### src/design/fp_macros.svh
`ifndef FP_MACROS_SVH
`define FP_MACROS_SVH

// binary32 field widths and bias
`define FP_EXP_W 8
`define FP_MAN_W 23
`define FP_BIAS 127

// hidden bit + fraction + two extra bits, sticky is carried apart
`define FP_WORK_W 26

// quotient bits produced by the divider
`define FP_DIV_STEPS 26

`endif

### src/design/fp_types_pkg.sv
`include "fp_macros.svh"

package fp_types_pkg;

    typedef struct packed {
        logic                  sign;
        logic [`FP_EXP_W-1:0]  exp;
        logic [`FP_MAN_W-1:0]  frac;
    } float32_t;

    typedef enum logic [1:0] {
        CLS_ZERO   = 2'd0,
        CLS_NORMAL = 2'd1,
        CLS_INF    = 2'd2,
        CLS_NAN    = 2'd3
    } fp_class_e;

    // exponent stays biased, significand has the hidden bit attached
    typedef struct packed {
        logic                  sign;
        logic [`FP_EXP_W-1:0]  exp;
        logic [`FP_MAN_W:0]    sig;
        fp_class_e             cls;
    } fp_operand_t;

    typedef struct packed {
        logic invalid;
        logic div_by_zero;
        logic overflow;
        logic underflow;
        logic inexact;
    } fp_flags_t;

    typedef enum logic [1:0] {
        RM_RNE = 2'd0,
        RM_RTZ = 2'd1,
        RM_RUP = 2'd2,
        RM_RDN = 2'd3
    } round_mode_e;

endpackage

### src/design/fp_ops_pkg.sv
`include "fp_macros.svh"

package fp_ops_pkg;

    typedef enum logic {
        OP_MUL = 1'b0,
        OP_DIV = 1'b1
    } fp_op_e;

    typedef struct packed {
        fp_op_e                    op;
        fp_types_pkg::float32_t    a;
        fp_types_pkg::float32_t    b;
        fp_types_pkg::round_mode_e rm;
    } fp_req_t;

    typedef enum logic [1:0] {
        SPC_NONE = 2'd0,
        SPC_ZERO = 2'd1,
        SPC_INF  = 2'd2,
        SPC_QNAN = 2'd3
    } fp_special_e;

    // result of a core before rounding, leading one at the top of sig
    typedef struct packed {
        logic                      sign;
        logic signed [9:0]         exp;
        logic [`FP_WORK_W-1:0]     sig;
        logic                      sticky;
        fp_special_e               special;
        logic                      invalid;
        logic                      div_by_zero;
        fp_types_pkg::round_mode_e rm;
    } fp_raw_t;

endpackage

### src/design/fp_unpack.sv
module fp_unpack (
    input  logic                      clk,
    input  logic                      rst,
    input  logic                      req_valid,
    input  fp_ops_pkg::fp_req_t       req,
    input  logic                      busy,
    output logic                      op_valid,
    output fp_ops_pkg::fp_op_e        op,
    output fp_types_pkg::round_mode_e rm,
    output fp_types_pkg::fp_operand_t opa,
    output fp_types_pkg::fp_operand_t opb
);

    logic accept;

    function automatic fp_types_pkg::fp_operand_t classify(fp_types_pkg::float32_t f);
        fp_types_pkg::fp_operand_t o;
        o.sign = f.sign;
        o.exp  = f.exp;
        o.sig  = {1'b1, f.frac};
        if (f.exp == '0) begin
            // zero and subnormal both land here
            o.cls = fp_types_pkg::CLS_ZERO;
            o.exp = '0;
            o.sig = '0;
        end else if (f.exp == '1) begin
            o.cls = (f.frac == '0) ? fp_types_pkg::CLS_INF : fp_types_pkg::CLS_NAN;
        end else begin
            o.cls = fp_types_pkg::CLS_NORMAL;
        end
        return o;
    endfunction

    // a divide still sitting in op_valid has not raised busy yet
    assign accept = req_valid && !busy && !(op_valid && op == fp_ops_pkg::OP_DIV);

    always_ff @(posedge clk) begin
        if (rst) begin
            op_valid <= 1'b0;
        end else begin
            op_valid <= accept;
        end
    end

    always_ff @(posedge clk) begin
        if (accept) begin
            op  <= req.op;
            rm  <= req.rm;
            opa <= classify(req.a);
            opb <= classify(req.b);
        end
    end

endmodule

### src/design/fp_mul_core.sv
`include "fp_macros.svh"

module fp_mul_core (
    input  logic                      clk,
    input  logic                      rst,
    input  logic                      op_valid,
    input  fp_ops_pkg::fp_op_e        op,
    input  fp_types_pkg::round_mode_e rm,
    input  fp_types_pkg::fp_operand_t opa,
    input  fp_types_pkg::fp_operand_t opb,
    output logic                      raw_valid,
    output fp_ops_pkg::fp_raw_t       raw
);

    localparam int PROD_W = 2 * (`FP_MAN_W + 1);

    // stage one registers
    logic                      s1_valid;
    logic                      s1_sign;
    logic signed [9:0]         s1_exp;
    logic [PROD_W-1:0]         s1_prod;
    fp_types_pkg::fp_class_e   s1_cls_a;
    fp_types_pkg::fp_class_e   s1_cls_b;
    fp_types_pkg::round_mode_e s1_rm;

    // stage two decode
    logic                      nan_in;
    logic                      inf_in;
    logic                      zero_in;
    fp_ops_pkg::fp_raw_t       nxt;

    always_ff @(posedge clk) begin
        if (rst) begin
            s1_valid  <= 1'b0;
            raw_valid <= 1'b0;
        end else begin
            s1_valid  <= op_valid && op == fp_ops_pkg::OP_MUL;
            raw_valid <= s1_valid;
        end
    end

    always_ff @(posedge clk) begin
        s1_sign  <= opa.sign ^ opb.sign;
        s1_exp   <= 10'(opa.exp) + 10'(opb.exp) - 10'(`FP_BIAS);
        s1_prod  <= opa.sig * opb.sig;
        s1_cls_a <= opa.cls;
        s1_cls_b <= opb.cls;
        s1_rm    <= rm;
    end

    always_comb begin
        nan_in  = s1_cls_a == fp_types_pkg::CLS_NAN || s1_cls_b == fp_types_pkg::CLS_NAN;
        inf_in  = s1_cls_a == fp_types_pkg::CLS_INF || s1_cls_b == fp_types_pkg::CLS_INF;
        zero_in = s1_cls_a == fp_types_pkg::CLS_ZERO || s1_cls_b == fp_types_pkg::CLS_ZERO;

        nxt.sign        = s1_sign;
        nxt.rm          = s1_rm;
        nxt.div_by_zero = 1'b0;
        nxt.invalid     = 1'b0;
        // product of two 1.x values lies in [1,4)
        if (s1_prod[PROD_W-1]) begin
            nxt.exp    = s1_exp + 10'sd1;
            nxt.sig    = s1_prod[PROD_W-1 -: `FP_WORK_W];
            nxt.sticky = |s1_prod[PROD_W-`FP_WORK_W-1:0];
        end else begin
            nxt.exp    = s1_exp;
            nxt.sig    = s1_prod[PROD_W-2 -: `FP_WORK_W];
            nxt.sticky = |s1_prod[PROD_W-`FP_WORK_W-2:0];
        end

        if (nan_in || (zero_in && inf_in)) begin
            nxt.special = fp_ops_pkg::SPC_QNAN;
            nxt.invalid = 1'b1;
        end else if (inf_in) begin
            nxt.special = fp_ops_pkg::SPC_INF;
        end else if (zero_in) begin
            nxt.special = fp_ops_pkg::SPC_ZERO;
        end else begin
            nxt.special = fp_ops_pkg::SPC_NONE;
        end
    end

    always_ff @(posedge clk) begin
        raw <= nxt;
    end

endmodule

### src/design/fp_div_core.sv
`include "fp_macros.svh"

module fp_div_core (
    input  logic                      clk,
    input  logic                      rst,
    input  logic                      op_valid,
    input  fp_ops_pkg::fp_op_e        op,
    input  fp_types_pkg::round_mode_e rm,
    input  fp_types_pkg::fp_operand_t opa,
    input  fp_types_pkg::fp_operand_t opb,
    output logic                      busy,
    output logic                      raw_valid,
    output fp_ops_pkg::fp_raw_t       raw
);

    localparam int CNT_W = $clog2(`FP_DIV_STEPS);

    typedef enum logic [1:0] {S_IDLE, S_ITER, S_NORM} state_e;

    // one restoring step: next remainder and the quotient bit
    typedef struct packed {
        logic [`FP_MAN_W+1:0] rem;
        logic                 q;
    } step_t;

    state_e                     state;
    logic [CNT_W-1:0]           cnt;
    logic [`FP_MAN_W+1:0]       rem;
    logic [`FP_MAN_W:0]         divisor;
    logic [`FP_WORK_W-1:0]      quo;
    logic                       sign;
    logic signed [9:0]          exp;
    fp_ops_pkg::fp_special_e    special;
    logic                       invalid;
    logic                       dbz;
    fp_types_pkg::round_mode_e  rm_q;
    logic                       start;
    step_t                      first;
    step_t                      step;

    function automatic step_t div_step(logic [`FP_MAN_W+1:0] r, logic [`FP_MAN_W:0] d);
        step_t                s;
        logic [`FP_MAN_W+1:0] diff;
        diff = r - {1'b0, d};
        if (r >= {1'b0, d}) begin
            s.rem = {diff[`FP_MAN_W:0], 1'b0};
            s.q   = 1'b1;
        end else begin
            s.rem = {r[`FP_MAN_W:0], 1'b0};
            s.q   = 1'b0;
        end
        return s;
    endfunction

    assign start = state == S_IDLE && op_valid && op == fp_ops_pkg::OP_DIV;
    // the accepting edge already produces quotient bit one
    assign first = div_step({1'b0, opa.sig}, opb.sig);
    assign step  = div_step(rem, divisor);

    always_ff @(posedge clk) begin
        if (rst) begin
            state     <= S_IDLE;
            cnt       <= '0;
            busy      <= 1'b0;
            raw_valid <= 1'b0;
        end else begin
            raw_valid <= 1'b0;
            case (state)
                S_IDLE: begin
                    if (start) begin
                        state <= S_ITER;
                        cnt   <= CNT_W'(1);
                        busy  <= 1'b1;
                    end
                end
                S_ITER: begin
                    cnt <= cnt + 1'b1;
                    if (cnt == CNT_W'(`FP_DIV_STEPS - 1)) begin
                        state <= S_NORM;
                    end
                end
                default: begin
                    state     <= S_IDLE;
                    busy      <= 1'b0;
                    raw_valid <= 1'b1;
                end
            endcase
        end
    end

    // datapath
    always_ff @(posedge clk) begin
        if (start) begin
            rem     <= first.rem;
            quo     <= {{(`FP_WORK_W-1){1'b0}}, first.q};
            divisor <= opb.sig;
            sign    <= opa.sign ^ opb.sign;
            exp     <= 10'(opa.exp) - 10'(opb.exp) + 10'(`FP_BIAS);
            rm_q    <= rm;
            invalid <= 1'b0;
            dbz     <= 1'b0;
            if (opa.cls == fp_types_pkg::CLS_NAN || opb.cls == fp_types_pkg::CLS_NAN ||
                (opa.cls == fp_types_pkg::CLS_ZERO && opb.cls == fp_types_pkg::CLS_ZERO) ||
                (opa.cls == fp_types_pkg::CLS_INF && opb.cls == fp_types_pkg::CLS_INF)) begin
                special <= fp_ops_pkg::SPC_QNAN;
                invalid <= 1'b1;
            end else if (opa.cls == fp_types_pkg::CLS_INF) begin
                special <= fp_ops_pkg::SPC_INF;
            end else if (opb.cls == fp_types_pkg::CLS_ZERO) begin
                special <= fp_ops_pkg::SPC_INF;
                dbz     <= 1'b1;
            end else if (opa.cls == fp_types_pkg::CLS_ZERO ||
                         opb.cls == fp_types_pkg::CLS_INF) begin
                special <= fp_ops_pkg::SPC_ZERO;
            end else begin
                special <= fp_ops_pkg::SPC_NONE;
            end
        end else if (state == S_ITER) begin
            rem <= step.rem;
            quo <= {quo[`FP_WORK_W-2:0], step.q};
        end
    end

    // normalize: quotient lies in (0.5, 2)
    always_ff @(posedge clk) begin
        if (state == S_NORM) begin
            raw.sign        <= sign;
            raw.sticky      <= |rem;
            raw.special     <= special;
            raw.invalid     <= invalid;
            raw.div_by_zero <= dbz;
            raw.rm          <= rm_q;
            if (quo[`FP_WORK_W-1]) begin
                raw.sig <= quo;
                raw.exp <= exp;
            end else begin
                raw.sig <= {quo[`FP_WORK_W-2:0], 1'b0};
                raw.exp <= exp - 10'sd1;
            end
        end
    end

    a_no_req_while_busy: assert property (@(posedge clk) disable iff (rst)
        op_valid |-> !busy);

    // two normal significands always leave a leading one in the top two bits
    a_quotient_in_range: assert property (@(posedge clk) disable iff (rst)
        (state == S_NORM && special == fp_ops_pkg::SPC_NONE) |->
            (quo[`FP_WORK_W-1] || quo[`FP_WORK_W-2]));

endmodule

### src/design/fp_round.sv
`include "fp_macros.svh"

module fp_round (
    input  logic                   clk,
    input  logic                   rst,
    input  logic                   mul_valid,
    input  logic                   div_valid,
    input  fp_ops_pkg::fp_raw_t    mul_raw,
    input  fp_ops_pkg::fp_raw_t    div_raw,
    output logic                   res_valid,
    output fp_types_pkg::float32_t res,
    output fp_types_pkg::fp_flags_t flags
);

    fp_ops_pkg::fp_raw_t     sel;
    logic                    lsb;
    logic                    guard;
    logic                    rest;
    logic                    lost;
    logic                    round_up;
    logic [`FP_MAN_W+1:0]    mant;
    logic                    carry;
    logic signed [9:0]       exp_r;
    logic                    to_max;
    fp_types_pkg::float32_t  res_d;
    fp_types_pkg::fp_flags_t flags_d;

    assign sel = mul_valid ? mul_raw : div_raw;

    always_comb begin
        lsb   = sel.sig[2];
        guard = sel.sig[1];
        rest  = sel.sig[0] | sel.sticky;
        lost  = guard | rest;

        case (sel.rm)
            fp_types_pkg::RM_RNE: round_up = guard & (rest | lsb);
            fp_types_pkg::RM_RTZ: round_up = 1'b0;
            fp_types_pkg::RM_RUP: round_up = !sel.sign & lost;
            default:              round_up = sel.sign & lost;
        endcase

        mant  = {1'b0, sel.sig[`FP_WORK_W-1:2]} + {{(`FP_MAN_W+1){1'b0}}, round_up};
        carry = mant[`FP_MAN_W+1];
        exp_r = sel.exp + {9'd0, carry};
        // directed modes pointing toward zero clamp to the largest finite
        to_max = sel.rm == fp_types_pkg::RM_RTZ ||
                 (sel.rm == fp_types_pkg::RM_RUP && sel.sign) ||
                 (sel.rm == fp_types_pkg::RM_RDN && !sel.sign);

        flags_d             = '0;
        flags_d.invalid     = sel.invalid;
        flags_d.div_by_zero = sel.div_by_zero;
        res_d.sign          = sel.sign;
        res_d.exp           = exp_r[`FP_EXP_W-1:0];
        res_d.frac          = carry ? mant[`FP_MAN_W:1] : mant[`FP_MAN_W-1:0];

        case (sel.special)
            fp_ops_pkg::SPC_ZERO: begin
                res_d.exp  = '0;
                res_d.frac = '0;
            end
            fp_ops_pkg::SPC_INF: begin
                res_d.exp  = '1;
                res_d.frac = '0;
            end
            fp_ops_pkg::SPC_QNAN: begin
                // canonical quiet nan, positive
                res_d.sign = 1'b0;
                res_d.exp  = '1;
                res_d.frac = {1'b1, {(`FP_MAN_W-1){1'b0}}};
            end
            default: begin
                flags_d.inexact = lost;
                if ($signed(exp_r) >= 10'sd255) begin
                    flags_d.overflow = 1'b1;
                    flags_d.inexact  = 1'b1;
                    if (to_max) begin
                        res_d.exp  = 8'hfe;
                        res_d.frac = '1;
                    end else begin
                        res_d.exp  = '1;
                        res_d.frac = '0;
                    end
                end else if ($signed(exp_r) <= 10'sd0) begin
                    // tiny after rounding, flushed to signed zero
                    flags_d.underflow = 1'b1;
                    flags_d.inexact   = 1'b1;
                    res_d.exp         = '0;
                    res_d.frac        = '0;
                end
            end
        endcase
    end

    always_ff @(posedge clk) begin
        if (rst) begin
            res_valid <= 1'b0;
        end else begin
            res_valid <= mul_valid | div_valid;
        end
    end

    always_ff @(posedge clk) begin
        res   <= res_d;
        flags <= flags_d;
    end

    a_one_core_at_a_time: assert property (@(posedge clk) disable iff (rst)
        !(mul_valid && div_valid));

endmodule

### src/design/fp_unit_top.sv
module fp_unit_top (
    input  logic                    clk,
    input  logic                    rst,
    input  logic                    req_valid,
    input  fp_ops_pkg::fp_req_t     req,
    output logic                    busy,
    output logic                    res_valid,
    output fp_types_pkg::float32_t  res,
    output fp_types_pkg::fp_flags_t flags
);

    logic                      op_valid;
    fp_ops_pkg::fp_op_e        op;
    fp_types_pkg::round_mode_e rm;
    fp_types_pkg::fp_operand_t opa;
    fp_types_pkg::fp_operand_t opb;
    logic                      mul_valid;
    logic                      div_valid;
    fp_ops_pkg::fp_raw_t       mul_raw;
    fp_ops_pkg::fp_raw_t       div_raw;

    fp_unpack i_unpack (
        .clk       (clk),
        .rst       (rst),
        .req_valid (req_valid),
        .req       (req),
        .busy      (busy),
        .op_valid  (op_valid),
        .op        (op),
        .rm        (rm),
        .opa       (opa),
        .opb       (opb)
    );

    fp_mul_core i_mul (
        .clk       (clk),
        .rst       (rst),
        .op_valid  (op_valid),
        .op        (op),
        .rm        (rm),
        .opa       (opa),
        .opb       (opb),
        .raw_valid (mul_valid),
        .raw       (mul_raw)
    );

    fp_div_core i_div (
        .clk       (clk),
        .rst       (rst),
        .op_valid  (op_valid),
        .op        (op),
        .rm        (rm),
        .opa       (opa),
        .opb       (opb),
        .busy      (busy),
        .raw_valid (div_valid),
        .raw       (div_raw)
    );

    fp_round i_round (
        .clk       (clk),
        .rst       (rst),
        .mul_valid (mul_valid),
        .div_valid (div_valid),
        .mul_raw   (mul_raw),
        .div_raw   (div_raw),
        .res_valid (res_valid),
        .res       (res),
        .flags     (flags)
    );

endmodule

### config.mk
export PLATFORM = sky130hd
export DESIGN_NAME = fp_unit_top
export DESIGN_NICKNAME = d
export VERILOG_FILES = /design/src/design/fp_types_pkg.sv /design/src/design/fp_ops_pkg.sv /design/src/design/fp_unpack.sv /design/src/design/fp_mul_core.sv /design/src/design/fp_div_core.sv /design/src/design/fp_round.sv /design/src/design/fp_unit_top.sv
export VERILOG_INCLUDE_DIRS = /design/src /design/src/design
export SDC_FILE = /design/constraint.sdc
export NUM_CORES = 2
export LEC_CHECK = 0
export BUFFER_PORTS_ARGS = -buffer_cell sky130_fd_sc_hd__buf_2
export CORE_UTILIZATION = 60
export CTS_CLUSTER_SIZE = 40
export DETAILED_ROUTE_END_ITERATION = 12
export PLACE_DENSITY = 0.78
export SETUP_SLACK_MARGIN = 0.1
export SYNTH_ARGS = -nofsm -noshare
export SYNTH_HDL_FRONTEND = slang
export SYNTH_SLANG_ARGS = --single-unit
### constraint.sdc
create_clock -name clk -period 13.8 [get_ports clk]
set_input_delay 2.76 -clock clk [delete_from_list [all_inputs] [get_ports clk]]
set_output_delay 2.76 -clock clk [all_outputs]
set_load 0.02 [all_outputs]
==> run_results.csv <==
group,metric,value,unit
run_status,status,"completed",
global_routing,grtUsageTotal,30.60,%
placed_design,pre_cts_ws,6.265,ns
clock_tree,cts_tree,"built",
yosys,synth.area.top_cells,"fa_1 27%, edfxtp_1 15%, dfxtp_1 10%, ha_1 9.4%, inv_1 6.5%",
routing,drt-pass1-iter-count,7,
routing,routed_wl,92970,um
timing,max_freq,130.5,MHz
setup_path,worst-endpoint-required,14.23,ns
floorplan,start_util,60.71,%
layout,nFillCells,4783,
clock_tree,postCtsSetupBuffers,0,
clock_tree,cts_buffers,38,
floorplan,die_w,248.9,um
layout,drive_gt1_share,8.309,%
yosys,synth_common_cells,"629 x inv_1, 486 x fa_1, 446 x nand2_1",
layout,nets,4629,
timing,finalHoldViolations,0,
routing,vias_per_cell,5.781,
yosys,async_flop_share,0,%
yosys,synth_top_cell_area_share,26.60,%
layout,finalCoreUtilization,64.65,%
floorplan,die_h,248.9,um
placed_design,dp_cells,4539,
clock_tree,cts_max_level,2,
yosys,netlist_area,0.03658,mm^2
yosys,ys.flop_type,"edfxtp_1",
setup_path,cp-end-kind,"flop",
global_routing,grt_max_degree,76,
routing,antenna_left,0,
yosys,yosysSeqAreaShare,25.04,%
clock_tree,clk_pin_slew,0.06,ns
clock_tree,clock_latency,0.56,ns
timing,rsz0062_at_grt,"false",
floorplan,core_area,0.06025,mm^2
layout,fin_cells,4610,
setup_path,critical_path.cell_chain,"and2_1, fa_1, fa_1, inv_1, fa_1, inv_1, fa_1, fa_1, fa_1, inv_1, fa_1, inv_1, ha_1, a21oi_1, o21ai_0, a221o_1, nand3_1, o21ai_0, o21ai_0, o21a_1, o21ai_0, xor2_1",
clock_tree,cts_hold_buf,0,
layout,area_growth,6.479,%
timing,setup_ws,6.138,ns
timing,setup_violations,0,
timing,maxSlewViolCount,0,
clock_tree,cts-root-buf,"clkbuf_16",
setup_path,cp_common_cell,"fa_1",
yosys,ys_warn_count,0,
setup_path,cp-start-kind,"flop",
routing,drc_errors,0,
yosys,yosysMostFrequentCell,"inv_1",
timing,relSlewSlack,5.290,%
placed_design,numPortBuffers,108,
clock_tree,cts_resized,0,
setup_path,worst-setup-path-type,"flop to flop",
floorplan,rows,90,
setup_path,worst_path_largest_cell_delay,1.19,ns
setup_path,cp_data_arrival_time,8.09,ns
global_routing,antenna_found_initial,2,
floorplan,io_pins,109,
yosys,syn_inst,3789,
yosys,syn_nets,4621,
global_routing,grt_remaining_overflow,0,
setup_path,path_max_fanout,26,
yosys,synth.distinct_cells,90,
yosys,avgSynthCellArea,9.653,um^2
routing,drt-initial-drc-count,2244,
timing,tightest_slew,1.421,ns
global_routing,grt_pass1_vias,27210,
routing,route.vias.total,26650,
timing,setup_tns,0,ns
setup_path,worst_path_max_delay_cell,"edfxtp_1",
yosys,synth_top_cell_by_area,"fa_1",
routing,post_drt_wl_per_cell,20.17,um
placed_design,dp_hpwl,68910,um
floorplan,dieArea,0.06195,mm^2
placed_design,place_congestion,0.9808,
job,drv_cap,0,
timing,skew,0.01886,ns
timing,fin_crit_sh,55.52,%
yosys,synth-edff-count,183,
clock_tree,cts.sink_count,366,
clock_tree,cts_max_path_buffers,3,
global_routing,grt_pass1_wl,148700,um
hold_path,hp-class,"flop to flop",
yosys,synth-seq-cells,366,
timing,period_needed,7.662,ns
==> layout make-up <==
| cell class | count | area, um^2 | share of cell area (%) |
|---|---|---|---|
| multi-input cells | 2603 | 24240 | 62.23 |
| flip-flops and latches | 366 | 9160 | 23.52 |
| inverters | 631 | 2370 | 6.085 |
| clock buffers | 54 | 1124 | 2.885 |
| well taps | 782 | 978.4 | 2.512 |
| repair buffers | 157 | 908.4 | 2.332 |
| clock inverters | 16 | 167.7 | 0.4305 |
| diodes | 1 | 2.502 | 0.006425 |
==> critical path, delay by kind of cell, from the launching register on <==
| kind | cells | cell delay [ns] |
|---|---|---|
| compound gates | 7 | 1.66 |
| flops | 1 | 1.19 |
| fa+ha+maj | 8 | 3.95 |
| xor+xnor | 1 | 0.15 |
| simple gates | 2 | 0.38 |
| buf+inv | 4 | 0.22 |
==> registers in the layout, indices dropped and copies added, names as in the netlist, 24 cells and up <==
| name | flops |
|---|---|
| i_div.divisor | 24 |
| i_div.quo | 26 |
| i_div.raw | 44 |
| i_mul.s1_prod | 48 |
| i_unpack.opa | 35 |
| i_unpack.opb | 35 |
| i_round.res | 32 |
| i_div.rem | 24 |
| i_mul.raw | 43 |
==> stage by stage <==
| stage | hold slack [ns] | cell area [um^2] |
|---|---|---|
| finish | 0.3271 | 38950 |
| global route | 0.3319 | 38940 |
| CTS | 0.3263 | 38940 |
| detailed placement | 0.3121 | 37650 |
| global placement | 0.3139 | 37650 |
| floorplan | 0.3096 | 36580 |
==> logic make-up (layout without fill, tap and decap cells) <==
group	after synthesis	count (layout)	synth area share (%)
buf+inv	820	858	8.737
other cells	0	1	0
compound gates	459	459	7.960
simple gates	1121	1121	15.37
flops	366	366	25.04
fa+ha+maj	762	762	36.04
mux	104	104	3.068
xor+xnor	157	157	3.780
==> path summary, 6_finish.rpt <==
kind	from	depth (start not counted)	slack, ns	end
worst max-delay path	i_unpack.opa[18]$_SDFFCE_PP0P_	22	6.14	i_mul.s1_prod[39]$_DFF_P_
worst min-delay path	i_mul.s1_rm[0]$_DFF_P_	0	0.33	i_mul.raw[0]$_DFF_P_
worst max register to register	i_unpack.opa[18]$_SDFFCE_PP0P_	22	6.14	i_mul.s1_prod[39]$_DFF_P_
worst min register to register	i_mul.s1_rm[0]$_DFF_P_	0	0.33	i_mul.raw[0]$_DFF_P_
==> layout by cell type (no fill, tap or decap), types with 27 or more instances in the layout <==
master     synthesis  layout
o21ai_0           76      76
clkbuf_16          0      40
buf_4              3      49
nor4_1            27      27
xnor2_1           98      98
inv_1            629     629
nand2_1          446     446
nand3_1           47      47
a21o_1            42      42
fa_1             486     486
xor2_1            58      58
and2_1           305     305
edfxtp_1         183     183
mux2i_1           39      39
dfxtp_1          183     182
nand4_1           28      28
nor2_1           119     119
mux2_2            65      65
ha_1             276     276
a21oi_1          182     182
buf_2             11     108
==> per-layer routing <==
metal	track usage, %	part of all wire, %	vias to the layer above
li1	-	-	12080
met1	42.19	42	13160
met2	48.56	45	1201
met3	6.541	9.6	210
met4	9.406	3.2	0
met5	0	0	-
Power is left out: the tool's default activity adds up to more than one toggle a clock period on the data nets, which glitch-free logic cannot reach.
